**src/source/mips_ex_consts.svh**
```systemverilog
/*
 * Widths and MIPS encodings for the execute stage.
 * Opcode and funct values follow the standard MIPS32 tables.
 * Only the listed instructions are decoded; anything else maps to no-op.
 */
`ifndef MIPS_EX_CONSTS_SVH
`define MIPS_EX_CONSTS_SVH

`define DATA_W          32              // datapath width
`define IMM_W           16              // i-format immediate
`define OPC_W           6               // opcode field
`define FUNCT_W         6               // r-format funct field

`define OPC_RTYPE       6'h00           // r-format, op picked by funct
`define OPC_ADDI        6'h08
`define OPC_ANDI        6'h0c
`define OPC_ORI         6'h0d
`define OPC_LW          6'h23           // address = rs + sext(imm)
`define OPC_SW          6'h2b           // same address calc as lw
`define OPC_BEQ         6'h04           // compare by subtract

`define FN_ADD          6'h20
`define FN_SUB          6'h22
`define FN_AND          6'h24
`define FN_OR           6'h25
`define FN_XOR          6'h26
`define FN_NOR          6'h27
`define FN_SLT          6'h2a

`endif

```
**src/source/mips_ex_pkg.sv**
```systemverilog
/*
 * Shared types for the execute stage.
 * ALU control codes keep the classic MIPS ALU control encoding.
 * ALU_NONE is the catch-all for undecoded instructions.
 */
`include "mips_ex_consts.svh"

package mips_ex_pkg;

        // alu operation select, 4-bit classic encoding
        typedef enum logic [3:0]
        {
                ALU_AND  = 4'b0000,
                ALU_OR   = 4'b0001,
                ALU_ADD  = 4'b0010,
                ALU_SUB  = 4'b0110,
                ALU_SLT  = 4'b0111,
                ALU_NOR  = 4'b1100,
                ALU_XOR  = 4'b1101,
                ALU_NONE = 4'b1111                      // unsupported op
        } alu_ctrl_t;

        typedef logic [`OPC_W-1:0]   opcode_t;          // instr[31:26]
        typedef logic [`FUNCT_W-1:0] funct_t;           // instr[5:0]
        typedef logic [`DATA_W-1:0]  word_t;            // register word

endpackage

```
**src/source/add_sub_unit.sv**
```systemverilog
/*
 * Ripple-carry adder, one full adder per bit.
 * Subtract by feeding ~b with ci = 1 from the caller.
 * Delay grows linearly with N; fine for a teaching pipeline.
 */
`include "mips_ex_consts.svh"

module add_sub_unit
#(
        parameter int N = `DATA_W
)
(
        input  logic [N-1:0] a,
        input  logic [N-1:0] b,
        input  logic         ci,
        output logic [N-1:0] s,
        output logic         co
);

        logic [N:0] c;                          // carry chain, c[0] is carry in

        assign c[0] = ci;

        genvar i;
        generate
                for (i = 0; i < N; i++)
                begin : g_bit
                        assign s[i]   = a[i] ^ b[i] ^ c[i];                     // sum bit
                        assign c[i+1] = (a[i] & b[i]) | (c[i] & (a[i] ^ b[i])); // carry out
                end
        endgenerate

        assign co = c[N];                       // msb carry

endmodule

```
**src/source/alu.sv**
```systemverilog
/*
 * Combinational ALU: and, or, add, sub, slt, nor, xor.
 * slt takes the sign of a - b and ignores overflow, so it is not a
 * true signed compare near the range limits.
 * ALU_NONE and unknown codes give result 0 and zero 1.
 */
`include "mips_ex_consts.svh"

module alu
#(
        parameter int W = `DATA_W
)
(
        input  logic [W-1:0]            a,
        input  logic [W-1:0]            b,
        input  mips_ex_pkg::alu_ctrl_t  ctrl,
        output logic [W-1:0]            result,
        output logic                    zero
);

        import mips_ex_pkg::*;

        logic           sub_sel;                // 1 = subtract
        logic [W-1:0]   b_adder;                // b or ~b into the adder
        logic [W-1:0]   sum;                    // adder output

        assign sub_sel = (ctrl == ALU_SUB) || (ctrl == ALU_SLT);
        assign b_adder = sub_sel ? ~b : b;      // two's complement with ci

        add_sub_unit
        #(
                .N(W)
        )
        u_add_sub
        (
                .a  (a),
                .b  (b_adder),
                .ci (sub_sel),                  // +1 completes the negate
                .s  (sum),
                .co ()                          // no overflow/carry out used
        );

        always_comb
        begin
                case (ctrl)
                        ALU_AND:  result = a & b;
                        ALU_OR:   result = a | b;
                        ALU_ADD:  result = sum;
                        ALU_SUB:  result = sum;
                        ALU_SLT:  result = {{(W-1){1'b0}}, sum[W-1]};  // sign of a - b
                        ALU_NOR:  result = ~(a | b);
                        ALU_XOR:  result = a ^ b;
                        default:  result = '0;  // none
                endcase
        end

        assign zero = (result == '0);           // also 1 for none

        // the decode stage always hands over a resolved control code
        always_comb
        begin
                assert (!$isunknown(ctrl))
                else $error("alu: control code is unknown");
        end

endmodule

```
**src/source/ex_decode.sv**
```systemverilog
/*
 * ALU control decode, operand select and the ID/EX register.
 * in_valid is a one-cycle strobe; no back-pressure, a new
 * instruction may arrive every cycle.
 * Operand registers hold their last value while in_valid is low.
 */
`include "mips_ex_consts.svh"

module ex_decode
(
        input  logic                    clk,
        input  logic                    rst_n,
        input  logic                    in_valid,
        input  mips_ex_pkg::opcode_t    opcode,
        input  mips_ex_pkg::funct_t     funct,
        input  mips_ex_pkg::word_t      rs_data,
        input  mips_ex_pkg::word_t      rt_data,
        input  logic [`IMM_W-1:0]       imm,
        output logic                    ex_valid,
        output mips_ex_pkg::alu_ctrl_t  ex_ctrl,
        output mips_ex_pkg::word_t      ex_a,
        output mips_ex_pkg::word_t      ex_b,
        output logic                    ex_is_beq
);

        import mips_ex_pkg::*;

        alu_ctrl_t      dec_ctrl;               // decoded alu op
        logic           use_imm;                // b from immediate
        logic           imm_zext;               // zero- rather than sign-extend
        logic           dec_beq;                // branch compare
        word_t          imm_ext;                // extended immediate
        word_t          op_b;                   // selected second operand

        // r-format funct mapping
        function automatic alu_ctrl_t funct_to_ctrl(input funct_t fn);
                case (fn)
                        `FN_ADD: return ALU_ADD;
                        `FN_SUB: return ALU_SUB;
                        `FN_AND: return ALU_AND;
                        `FN_OR:  return ALU_OR;
                        `FN_XOR: return ALU_XOR;
                        `FN_NOR: return ALU_NOR;
                        `FN_SLT: return ALU_SLT;
                        default: return ALU_NONE;       // shifts etc. unsupported
                endcase
        endfunction

        always_comb
        begin
                dec_ctrl = ALU_NONE;            // default for unknown opcodes
                use_imm  = 1'b0;
                imm_zext = 1'b0;
                dec_beq  = 1'b0;
                case (opcode)
                        `OPC_RTYPE:
                        begin
                                dec_ctrl = funct_to_ctrl(funct);
                        end
                        `OPC_ADDI, `OPC_LW, `OPC_SW:
                        begin
                                dec_ctrl = ALU_ADD;     // add / address calc
                                use_imm  = 1'b1;
                        end
                        `OPC_ANDI:
                        begin
                                dec_ctrl = ALU_AND;
                                use_imm  = 1'b1;
                                imm_zext = 1'b1;        // logical imm is unsigned
                        end
                        `OPC_ORI:
                        begin
                                dec_ctrl = ALU_OR;
                                use_imm  = 1'b1;
                                imm_zext = 1'b1;
                        end
                        `OPC_BEQ:
                        begin
                                dec_ctrl = ALU_SUB;     // rs - rt, zero means equal
                                dec_beq  = 1'b1;
                        end
                        default:
                        begin
                                dec_ctrl = ALU_NONE;
                        end
                endcase
        end

        assign imm_ext = imm_zext ? {{(`DATA_W-`IMM_W){1'b0}}, imm}
                                  : {{(`DATA_W-`IMM_W){imm[`IMM_W-1]}}, imm};
        assign op_b    = use_imm ? imm_ext : rt_data;

        // control half of id/ex
        always_ff @(posedge clk)
        begin
                if (!rst_n)
                begin
                        ex_valid  <= 1'b0;
                        ex_ctrl   <= ALU_NONE;
                        ex_is_beq <= 1'b0;
                end
                else
                begin
                        ex_valid <= in_valid;   // one-cycle strobe follows input
                        if (in_valid)
                        begin
                                ex_ctrl   <= dec_ctrl;
                                ex_is_beq <= dec_beq;
                        end
                end
        end

        // operand half of id/ex
        always_ff @(posedge clk)
        begin
                if (in_valid)
                begin
                        ex_a <= rs_data;
                        ex_b <= op_b;
                end
        end

        // every accepted instruction reaches the ex stage on the next edge, never later
        a_valid_latency: assert property (@(posedge clk) disable iff (!rst_n)
                $past(rst_n) |-> (ex_valid == $past(in_valid)))
                else $error("ex_decode: ex_valid does not follow in_valid by one cycle");

endmodule

```
**src/source/ex_result_stage.sv**
```systemverilog
/*
 * ALU plus the EX/MEM result register.
 * beq is taken when the subtract gives zero.
 * Outputs hold until the next out_valid strobe.
 */
`include "mips_ex_consts.svh"

module ex_result_stage
(
        input  logic                    clk,
        input  logic                    rst_n,
        input  logic                    ex_valid,
        input  mips_ex_pkg::alu_ctrl_t  ex_ctrl,
        input  mips_ex_pkg::word_t      ex_a,
        input  mips_ex_pkg::word_t      ex_b,
        input  logic                    ex_is_beq,
        output logic                    out_valid,
        output mips_ex_pkg::word_t      result,
        output logic                    zero,
        output logic                    branch_taken
);

        import mips_ex_pkg::*;

        word_t  alu_result;                     // comb alu output
        logic   alu_zero;

        alu
        #(
                .W(`DATA_W)
        )
        u_alu
        (
                .a      (ex_a),
                .b      (ex_b),
                .ctrl   (ex_ctrl),
                .result (alu_result),
                .zero   (alu_zero)
        );

        always_ff @(posedge clk)
        begin
                if (!rst_n)
                begin
                        out_valid    <= 1'b0;
                        result       <= '0;
                        zero         <= 1'b0;
                        branch_taken <= 1'b0;
                end
                else
                begin
                        out_valid <= ex_valid;
                        if (ex_valid)
                        begin
                                result       <= alu_result;
                                zero         <= alu_zero;
                                branch_taken <= ex_is_beq & alu_zero;   // equal operands
                        end
                end
        end

        // a taken branch must come from a zero compare, even across held cycles
        a_taken_zero: assert property (@(posedge clk) disable iff (!rst_n)
                branch_taken |-> zero)
                else $error("ex_result_stage: branch taken without zero");

endmodule

```
**src/source/mips_ex_top.sv**
```systemverilog
/*
 * Execute stage top: decode/ID-EX, then ALU/result register.
 * Latency is 2 edges from in_valid to out_valid; up to two
 * instructions in flight, no stalls and no forwarding.
 */
`include "mips_ex_consts.svh"

module mips_ex_top
(
        input  logic                    clk,
        input  logic                    rst_n,
        input  logic                    in_valid,
        input  mips_ex_pkg::opcode_t    opcode,
        input  mips_ex_pkg::funct_t     funct,
        input  mips_ex_pkg::word_t      rs_data,
        input  mips_ex_pkg::word_t      rt_data,
        input  logic [`IMM_W-1:0]       imm,
        output logic                    out_valid,
        output mips_ex_pkg::word_t      result,
        output logic                    zero,
        output logic                    branch_taken
);

        import mips_ex_pkg::*;

        logic           ex_valid;               // id/ex stage
        alu_ctrl_t      ex_ctrl;
        word_t          ex_a;
        word_t          ex_b;
        logic           ex_is_beq;

        ex_decode u_decode
        (
                .clk       (clk),
                .rst_n     (rst_n),
                .in_valid  (in_valid),
                .opcode    (opcode),
                .funct     (funct),
                .rs_data   (rs_data),
                .rt_data   (rt_data),
                .imm       (imm),
                .ex_valid  (ex_valid),
                .ex_ctrl   (ex_ctrl),
                .ex_a      (ex_a),
                .ex_b      (ex_b),
                .ex_is_beq (ex_is_beq)
        );

        ex_result_stage u_result
        (
                .clk          (clk),
                .rst_n        (rst_n),
                .ex_valid     (ex_valid),
                .ex_ctrl      (ex_ctrl),
                .ex_a         (ex_a),
                .ex_b         (ex_b),
                .ex_is_beq    (ex_is_beq),
                .out_valid    (out_valid),
                .result       (result),
                .zero         (zero),
                .branch_taken (branch_taken)
        );

endmodule

```
**config.mk**
```make
export PLATFORM = sky130hd
export DESIGN_NAME = mips_ex_top
export DESIGN_NICKNAME = d
export VERILOG_FILES = /design/src/source/mips_ex_pkg.sv /design/src/source/add_sub_unit.sv /design/src/source/alu.sv /design/src/source/ex_decode.sv /design/src/source/ex_result_stage.sv /design/src/source/mips_ex_top.sv
export VERILOG_INCLUDE_DIRS = /design/src /design/src/source
export SDC_FILE = /design/constraint.sdc
export NUM_CORES = 1
export LEC_CHECK = 0
export BUFFER_PORTS_ARGS = -buffer_cell sky130_fd_sc_hd__buf_2
export CORE_UTILIZATION = 58
export DETAILED_ROUTE_END_ITERATION = 10
export HOLD_SLACK_MARGIN = 0.03
export PLACE_DENSITY = 0.79
export SYNTH_ARGS = -nofsm -noshare
export SYNTH_HDL_FRONTEND = slang
export SYNTH_HIERARCHICAL = 1
export SYNTH_SLANG_ARGS = --single-unit
```
**constraint.sdc**
```tcl
create_clock -name clk -period 17.4 [get_ports clk]
set_input_delay 1.74 -clock clk [delete_from_list [all_inputs] [get_ports clk]]
set_output_delay 1.74 -clock clk [all_outputs]
set_load 0.02 [all_outputs]
```
==> results.py, run 1 <==
metrics = {
    "run_status": {
        "status": "completed",
    },
    "critical_path": {
        "startpoint": "u_decode/ex_ctrl[3]",
        "reg2reg_setup_slack_ps": 1530,
        "cp_slowest_cell": "dfxtp_1",
        "rr_startpoint": "u_decode/ex_ctrl[3]",
        "path_common_cell": "fa_1",
        "cp-end-kind": "flip-flop",
        "r2r_end": "u_result/zero",
        "r2r_cells": 48,
        "cp_slowest_stage_delay_ps": 680,
        "critPathArrivalTime_ps": 16170,
        "worstSetupPathType": "flip-flop to flip-flop",
        "worstSetupStartpointType": "flip-flop",
        "crit_end": "u_result/zero",
        "required_ps": 17700,
        "crit_fanout": 32,
    },
    "power_and_ir_drop": {
        "p_int_w": 0.000452,
        "p_leak_nw": 4.00,
        "power.density_mw_per_mm2": 75.4,
        "seqPwrFrac_pct": 46.7,
        "combPwrFrac_pct": 24.2,
        "power_frac_clock_pct": 29.1,
        "peakVddDrop_mv": 0.0469,
        "switching_share_pct": 29.6,
        "p_sw_w": 0.000190,
    },
    "sta": {
        "finClkSkew_ps": 9.16,
        "fmax_ghz": 0.0630,
        "tightest_slew_ps": 1120,
        "hold_slack_ps": 500,
        "setup_violations": 0,
        "slew_violations": 0,
        "fin_crit_ps": 15870,
        "rsz0062_at_grt": "no",
        "finalCritPeriodShare_pct": 91.2,
        "finalHoldViolCount": 0,
        "slew-limit-headroom_pct": 24.7,
        "fin_tns_setup_ps": 0,
    },
    "finish": {
        "final_core_util_pct": 66.9,
        "antennaDiodeCount": 0,
        "area_delta_synth_final_pct": 11.3,
        "drive_gt1_share_pct": 20.1,
        "nets": 1011,
        "final_area_sq_mm": 0.00851,
    },
    "detailed_routing": {
        "dr.pass1.iters": 7,
        "ant_nets": 0,
        "vias": 5778,
        "routed_wl_um": 19000,
        "route.detailed.drc": 0,
        "viasPerCell": 5.80,
        "detail_route.wl_per_cell_um": 19.1,
        "first_iter_violations": 470,
    },
    "grt": {
        "grt_start_max_net_pins": 75,
        "grt_pass1_wl_um": 29500,
        "grt_antenna_before_repair": 0,
        "grt-ovfl-total": 0,
        "track_usage_pct": 29.4,
        "first_global_vias": 5529,
    },
    "clock_tree": {
        "cts_made_buffers": 9,
        "clk_path_buf_depth": 2,
        "cts_setup_buffers": 0,
        "clk_pin_slew_ps": 70,
        "cts_sinks": 105,
        "clk_latency_ps": 360,
        "cts-resized-gates": 0,
        "ctsHoldBuffers": 0,
        "cts_tree": "yes",
        "cts.htree.levels": 3,
        "cts_root_buf": "clkbuf_16",
    },
    "placed_design": {
        "dp_hpwl_um": 14100,
        "place_congestion": 0.913,
        "placed_cell_area_sq_mm": 0.00825,
        "io_buffers": 129,
    },
    "synth": {
        "syn_nets": 906,
        "ys_warn_count": 6,
        "synth_area_sq_mm": 0.00764,
        "netlist_instances": 715,
        "synth.avg_cell_area_sq_um": 10.7,
    },
    "floorplanning": {
        "fp-row-count": 41,
        "die_w_um": 117,
        "die_area_sq_mm": 0.0136,
        "die_y_um": 117,
        "start_util_pct": 60.1,
        "core-area_sq_mm": 0.0127,
        "io_pins": 130,
    },
    "job": {
        "cap_violations": 0,
    },
    "hold_path": {
        "hp-class": "flip-flop to flip-flop",
    },
}
==> how the worst min path moves through the flow <==
stage | from | to | slack [ps] | cells past startpoint
after detailed placement | u_result/branch_taken | u_result/branch_taken | 480 | 2
after global placement | u_result/branch_taken | u_result/branch_taken | 480 | 2
after global routing | u_result/branch_taken | u_result/branch_taken | 530 | 2
final | u_result/branch_taken | u_result/branch_taken | 500 | 2
after CTS | u_result/branch_taken | u_result/branch_taken | 500 | 2
after floorplan | u_decode/ex_is_beq | u_result/branch_taken | 450 | 2
==> layout by cell type (no fill, tap or decap), types with 7 or more instances in the layout <==
master and count:
mux2i_1 57, buf_2 129, inv_1 87, dfxtp_1 39, edfxtp_1 64, a21oi_1 29
nand2_1 21, buf_4 7, a21o_1 17, nor2b_1 35, o21ai_0 14, ha_1 64
nor3b_1 7, mux2_1 13, a22oi_1 10, xnor2_1 32, nand2b_1 8, fa_1 32
o22a_1 9, clkbuf_16 9, nor2_1 33, o22ai_1 13
==> state kept, by name, indices dropped and copies added, names as in the netlist <==
register / flops
u_result/zero: 1
u_decode/ex_b: 32
u_result/out_valid: 1
u_result/branch_taken: 1
u_decode/ex_is_beq: 1
u_decode/ex_a: 32
u_decode/ex_ctrl: 4
u_decode/ex_valid: 1
u_result/result: 32
==> metal layers <==
metal,global-route usage (%),part of all wire (%)
met1,41.7,46
met2,45.0,45
met3,5.10,7.3
met4,11.4,2.1
met5,0,0
==> through the flow <==
stage | total power (W) | std cells | worst slack (ps)
6_report | 0.000642 | 997 | 1530
5_1_grt | 0.000670 | 997 | 902
4_1_cts | 0.000640 | 997 | 1660
3_5_place_dp | 0.000454 | 981 | 1750
3_3_place_gp | 0.000449 | 981 | 2080
2_1_floorplan | 0.000404 | 715 | 2850
==> power by group through the flow <==
| stage | clock (W) | sequential [W] | combinational [W] |
|---|---|---|---|
| after floorplan | 0 | 0.000298 | 0.000107 |
| after global placement | 0 | 0.000305 | 0.000144 |
| after detailed placement | 0 | 0.000306 | 0.000149 |
| after CTS | 0.000189 | 0.000300 | 0.000151 |
| after global routing | 0.000197 | 0.000302 | 0.000171 |
| final | 0.000187 | 0.000300 | 0.000155 |
==> final cells by class <==
class	count	area, sq um
Multi-Input combinational cell	480	4260
Fill cell	1037	4220
Sequential cell	105	2750
Timing Repair Buffer	136	698
Inverter	88	330
Clock buffer	12	236
Tap cell	172	215
Clock inverter	4	21.3
==> worst max-delay path, delay by kind of cell, from the launching register on <==
family / cells / cell delay [ps]
adder cells (fa/ha/maj): 32 / 12330
multiplexers: 1 / 90
AND/OR/NAND/NOR: 7 / 1610
buffers and inverters: 6 / 860
flip-flops: 1 / 680
AO/OA/AOI/OAI: 2 / 220
Note: power is estimated with default switching activity, not from simulation.
==> run 2, diff against run 1 <==
==> constraint.sdc (replaced) <==
create_clock -name clk -period 17.3 [get_ports clk]
set_input_delay 1.73 -clock clk [delete_from_list [all_inputs] [get_ports clk]]
set_output_delay 1.73 -clock clk [all_outputs]
set_load 0.02 [all_outputs]
==> results.py, run 2 (synthesis results as in run 1) <==
metrics = {
    "clock_tree": {
        "clk_path_buf_depth": 2,
        "cts_made_buffers": 9,
        "cts_setup_buffers": 0,
        "cts-resized-gates": 0,
        "cts_tree": "yes",
        "clk_latency_ps": 370,
        "clk_pin_slew_ps": 70,
        "cts_sinks": 105,
        "ctsHoldBuffers": 0,
        "cts_root_buf": "clkbuf_16",
        "cts.htree.levels": 3,
    },
    "power_and_ir_drop": {
        "p_leak_nw": 4.00,
        "power.density_mw_per_mm2": 75.8,
        "peakVddDrop_mv": 0.0429,
    },
    "critical_path": {
        "required_ps": 17600,
        "reg2reg_setup_slack_ps": 1200,
        "worstSetupStartpointType": "flip-flop",
        "critPathArrivalTime_ps": 16400,
        "rr_startpoint": "u_decode/ex_ctrl[3]",
        "crit_fanout": 32,
        "cp-end-kind": "flip-flop",
        "r2r_end": "u_result/branch_taken",
        "cp_slowest_stage_delay_ps": 700,
        "path_common_cell": "fa_1",
        "cp_slowest_cell": "dfxtp_1",
        "r2r_cells": 48,
        "worstSetupPathType": "flip-flop to flip-flop",
    },
    "sta": {
        "finClkSkew_ps": 10.3,
        "fin_tns_setup_ps": 0,
        "tightest_slew_ps": 1130,
        "slew_violations": 0,
        "finalHoldViolCount": 0,
        "setup_slack_ps": 1200,
        "fin_crit_ps": 16100,
        "slew-limit-headroom_pct": 24.2,
        "finalCritPeriodShare_pct": 93.1,
        "rsz0062_at_grt": "no",
        "setup_violations": 0,
        "fmax_ghz": 0.0621,
    },
    "job": {
        "cap_violations": 0,
    },
    "grt": {
        "grt_antenna_before_repair": 0,
        "first_global_vias": 5583,
        "grt_pass1_wl_um": 29400,
        "grt_start_max_net_pins": 75,
        "grt-ovfl-total": 0,
        "track_usage_pct": 29.3,
    },
    "hold_path": {
        "hp-class": "flip-flop to flip-flop",
        "holdPathEnd": "u_result/branch_taken",
        "min_path_cells": 2,
        "hold_start": "u_result/branch_taken",
    },
    "finish": {
        "drive_gt1_share_pct": 20.0,
        "nFillCells": 1060,
        "layout_commonest_cell": "buf_2",
        "nets": 1011,
        "reg.largest.list": "u_decode/ex_a: 32 flops, u_decode/ex_b: 32 flops, u_result/result: 32 flops",
        "antennaDiodeCount": 0,
        "area_delta_synth_final_pct": 11.3,
        "final_cell_mix": "buf_2, inv_1, edfxtp_1, ha_1, mux2i_1",
    },
    "placed_design": {
        "dp_hpwl_um": 14300,
        "io_buffers": 129,
        "dpl_worst_slack_ps": 1420,
        "place_congestion": 0.915,
    },
    "floorplanning": {
        "start_util_pct": 60.1,
        "core-area_sq_mm": 0.0127,
        "die_y_um": 117,
        "fp-row-count": 41,
        "die_area_sq_mm": 0.0136,
        "io_pins": 130,
        "die_w_um": 117,
    },
    "detailed_routing": {
        "routed_wl_um": 19200,
        "viasPerCell": 5.78,
        "ant_nets": 0,
        "wl_met2_um": 8730,
        "detail_route.wl_per_cell_um": 19.2,
        "vias": 5760,
        "route.met3.wl_um": 1490,
        "dr.pass1.iters": 7,
        "first_iter_violations": 524,
        "highest_layer": "met4",
        "wl_met1_um": 8490,
        "route.detailed.drc": 0,
    },
    "run_status": {
        "status": "completed",
    },
}
run 2: changes by cell type in the layout (fill, tap and decap cells not counted), sizes merged:
cell    change
clkinv      +1
clkbuf      -1
run 2: layout make-up:
type                       count  area, sq um  share of cell area (%)
clock buffer                  11          233                    2.74
clock inverter                 5         23.8                   0.280
inverter                      88          330                    3.88
multi-input combinational    480         4260                    50.1
sequential                   105         2750                    32.3
tap                          172          215                    2.53
timing repair buffer         136          698                    8.21
run 2: power breakdown:
part	switching [W]	total (W)	internal (W)
Sequential	0.0000198	0.000302	0.000282
Clock	0.0000899	0.000186	0.0000959
Combinational	0.0000815	0.000157	0.0000756
Total	0.000191	0.000645	0.000454
run 2: per-layer routing:
layer / vias up / track usage (%)
met5: - / 0
met4: 0 / 12.2
met3: 35 / 4.94
met2: 279 / 46.8
met1: 2744 / 39.7
li1: 2702 / -
run 2: how the worst max path moves through the flow:
stage                                   start                    end  depth (start not counted)
after floorplan           u_decode/ex_ctrl[1]          u_result/zero                         50
after global placement    u_decode/ex_ctrl[3]          u_result/zero                         48
after detailed placement  u_decode/ex_ctrl[3]          u_result/zero                         48
after CTS                 u_decode/ex_ctrl[3]          u_result/zero                         48
after global routing      u_decode/ex_ctrl[3]          u_result/zero                         48
final                     u_decode/ex_ctrl[3]  u_result/branch_taken                         48
run 2: per-stage QoR:
step / std cells / power (W) / util, % / hold slack [ps] / cell area, sq um
detailed placement: 981 / 0.000459 / 64.8 / 472 / 8250
global route: 997 / 0.000674 / 66.8 / 506 / 8500
floorplan: 715 / 0.000407 / - / 453 / 7640
CTS: 997 / 0.000644 / 66.8 / 485 / 8500
global placement: 981 / 0.000452 / 64.8 / 480 / 8250
finish: 997 / 0.000645 / 66.8 / 500 / 8500
run 2: critical path, delay by kind of cell (launching register included):
kind	cells	cell delay [ps]
fa+ha+maj	32	12440
simple gates	8	1750
buf+inv	6	880
flops	1	700
compound gates	2	230
==> run 3, diff against run 2 <==
--- a/config.mk
+++ b/config.mk
@@ -7,6 +7,7 @@
 export NUM_CORES = 1
 export LEC_CHECK = 0
 export BUFFER_PORTS_ARGS = -buffer_cell sky130_fd_sc_hd__buf_2
+export CORE_ASPECT_RATIO = 0.7
 export CORE_UTILIZATION = 58
 export DETAILED_ROUTE_END_ITERATION = 10
 export HOLD_SLACK_MARGIN = 0.03
==> results.py, run 3 (synthesis results as in run 1) <==
metrics = {
    "clock_tree": {
        "clk_path_buf_depth": 2,
        "cts_tree": "yes",
        "cts_setup_buffers": 0,
        "clk_pin_slew_ps": 70,
        "ctsHoldBuffers": 0,
        "cts_sinks": 105,
        "cts_root_buf": "clkbuf_16",
        "cts-resized-gates": 0,
        "cts_made_buffers": 9,
        "cts.htree.levels": 3,
        "clk_latency_ps": 350,
    },
    "sta": {
        "finClkSkew_ps": 9.96,
        "finalCritPeriodShare_pct": 92.7,
        "slew_violations": 0,
        "finalHoldViolCount": 0,
        "fin_tns_setup_ps": 0,
        "tightest_slew_ps": 1230,
        "rsz0062_at_grt": "no",
        "fmax_ghz": 0.0624,
        "slew-limit-headroom_pct": 17.8,
        "fin_crit_ps": 16040,
        "setup_violations": 0,
    },
    "grt": {
        "grt_antenna_before_repair": 0,
        "grt-ovfl-total": 0,
        "grt_pass1_wl_um": 29800,
        "first_global_vias": 5575,
        "track_usage_pct": 28.7,
        "grt_start_max_net_pins": 75,
    },
    "detailed_routing": {
        "vias": 5857,
        "viasPerCell": 5.93,
        "detail_route.wl_per_cell_um": 19.3,
        "routed_wl_um": 19100,
        "dr.pass1.iters": 9,
        "first_iter_violations": 762,
        "route.detailed.drc": 9,
        "ant_nets": 0,
    },
    "finish": {
        "reg.largest.list": "u_decode/ex_a: 32 flops, u_decode/ex_b: 32 flops, u_result/result: 32 flops",
        "layout_commonest_cell": "buf_2",
        "stdcell_count": 987,
        "final_area_sq_mm": 0.00851,
        "final_cell_mix": "buf_2, inv_1, edfxtp_1, ha_1, mux2i_1",
        "nets": 1011,
        "final_core_util_pct": 67.3,
        "drive_gt1_share_pct": 20.5,
        "area_delta_synth_final_pct": 11.3,
        "antennaDiodeCount": 0,
    },
    "run_status": {
        "violations": "design-rule violations",
        "status": "complete, but fails checks",
    },
    "critical_path": {
        "cp-end-kind": "flip-flop",
        "required_ps": 17600,
        "crit_family": "adder cells",
        "r2r_cells": 48,
        "cp_slowest_cell": "dfxtp_1",
        "path_common_cell": "fa_1",
        "reg2reg_setup_slack_ps": 1260,
        "critPathArrivalTime_ps": 16330,
        "cp_slowest_stage_delay_ps": 690,
        "rr_startpoint": "u_decode/ex_ctrl[3]",
        "worstSetupPathType": "flip-flop to flip-flop",
        "cp_num_buf_inv": 6,
        "r2r_end": "u_result/branch_taken",
        "crit_fanout": 32,
        "worstSetupStartpointType": "flip-flop",
    },
    "hold_path": {
        "holdPathEnd": "u_result/result[27]",
        "min_path_cells": 2,
        "hold_start": "u_result/result[27]",
        "hp-class": "flip-flop to flip-flop",
    },
    "placed_design": {
        "dp_hpwl_um": 14500,
        "place_congestion": 0.931,
        "placed_cells": 971,
        "io_buffers": 129,
        "placed_cell_area_sq_mm": 0.00824,
    },
    "floorplanning": {
        "start_util_pct": 60.5,
        "die_w_um": 139,
        "fp-row-count": 34,
        "die_area_sq_mm": 0.0136,
        "die_y_um": 98.0,
        "core-area_sq_mm": 0.0126,
        "io_pins": 130,
    },
    "job": {
        "cap_violations": 0,
    },
    "power_and_ir_drop": {
        "power.density_mw_per_mm2": 76.6,
        "p_total_w": 0.000651,
        "peakVddDrop_mv": 0.0476,
        "p_leak_nw": 4.01,
    },
}
[run 3: how the worst max path moves through the flow]
| stage | startpoint | endpoint | cells after the start |
|---|---|---|---|
| after floorplan | u_decode/ex_ctrl[1] | u_result/zero | 50 |
| after global placement | u_decode/ex_ctrl[3] | u_result/zero | 48 |
| after detailed placement | u_decode/ex_ctrl[3] | u_result/branch_taken | 48 |
| after CTS | u_decode/ex_ctrl[3] | u_result/branch_taken | 48 |
| after global routing | u_decode/ex_ctrl[3] | u_result/zero | 48 |
| final | u_decode/ex_ctrl[3] | u_result/branch_taken | 48 |
[run 3: cell type report]
| cell class | instances | area, sq um |
|---|---|---|
| clock buffers | 11 | 234 |
| well taps | 162 | 203 |
| clock inverters | 5 | 37.5 |
| fillers | 969 | 4130 |
| flip-flops and latches | 105 | 2750 |
| multi-input cells | 480 | 4260 |
| repair buffers | 136 | 698 |
| inverters | 88 | 330 |
[run 3: layer usage]
layer	track usage [%]	wire length [um]	vias to the layer above
met2	42.6	8060	312
met1	41.9	8710	2803
li1	-	-	2708
met5	0	0	-
met3	7.16	1960	34
met4	7.26	359	0
[run 3: worst min-delay path: stages, from the launching register on]
cell     delay, ps
dfxtp_1        330
mux2i_1         60
nor2b_1         90
[run 3: stage by stage]
stage / hold WS [ps] / worst slack (ps)
4_1_cts: 516 / 1400
3_3_place_gp: 485 / 1980
5_1_grt: 538 / 807
2_1_floorplan: 453 / 2750
3_5_place_dp: 503 / 1490
6_report: 513 / 1260
[run 3: power by group]
part	leakage [nW]	internal [W]	switching, W
registers	0.957	0.000282	0.0000200
clock network	0.138	0.0000997	0.0000929
logic	2.92	0.0000750	0.0000817
total	4.01	0.000457	0.000195
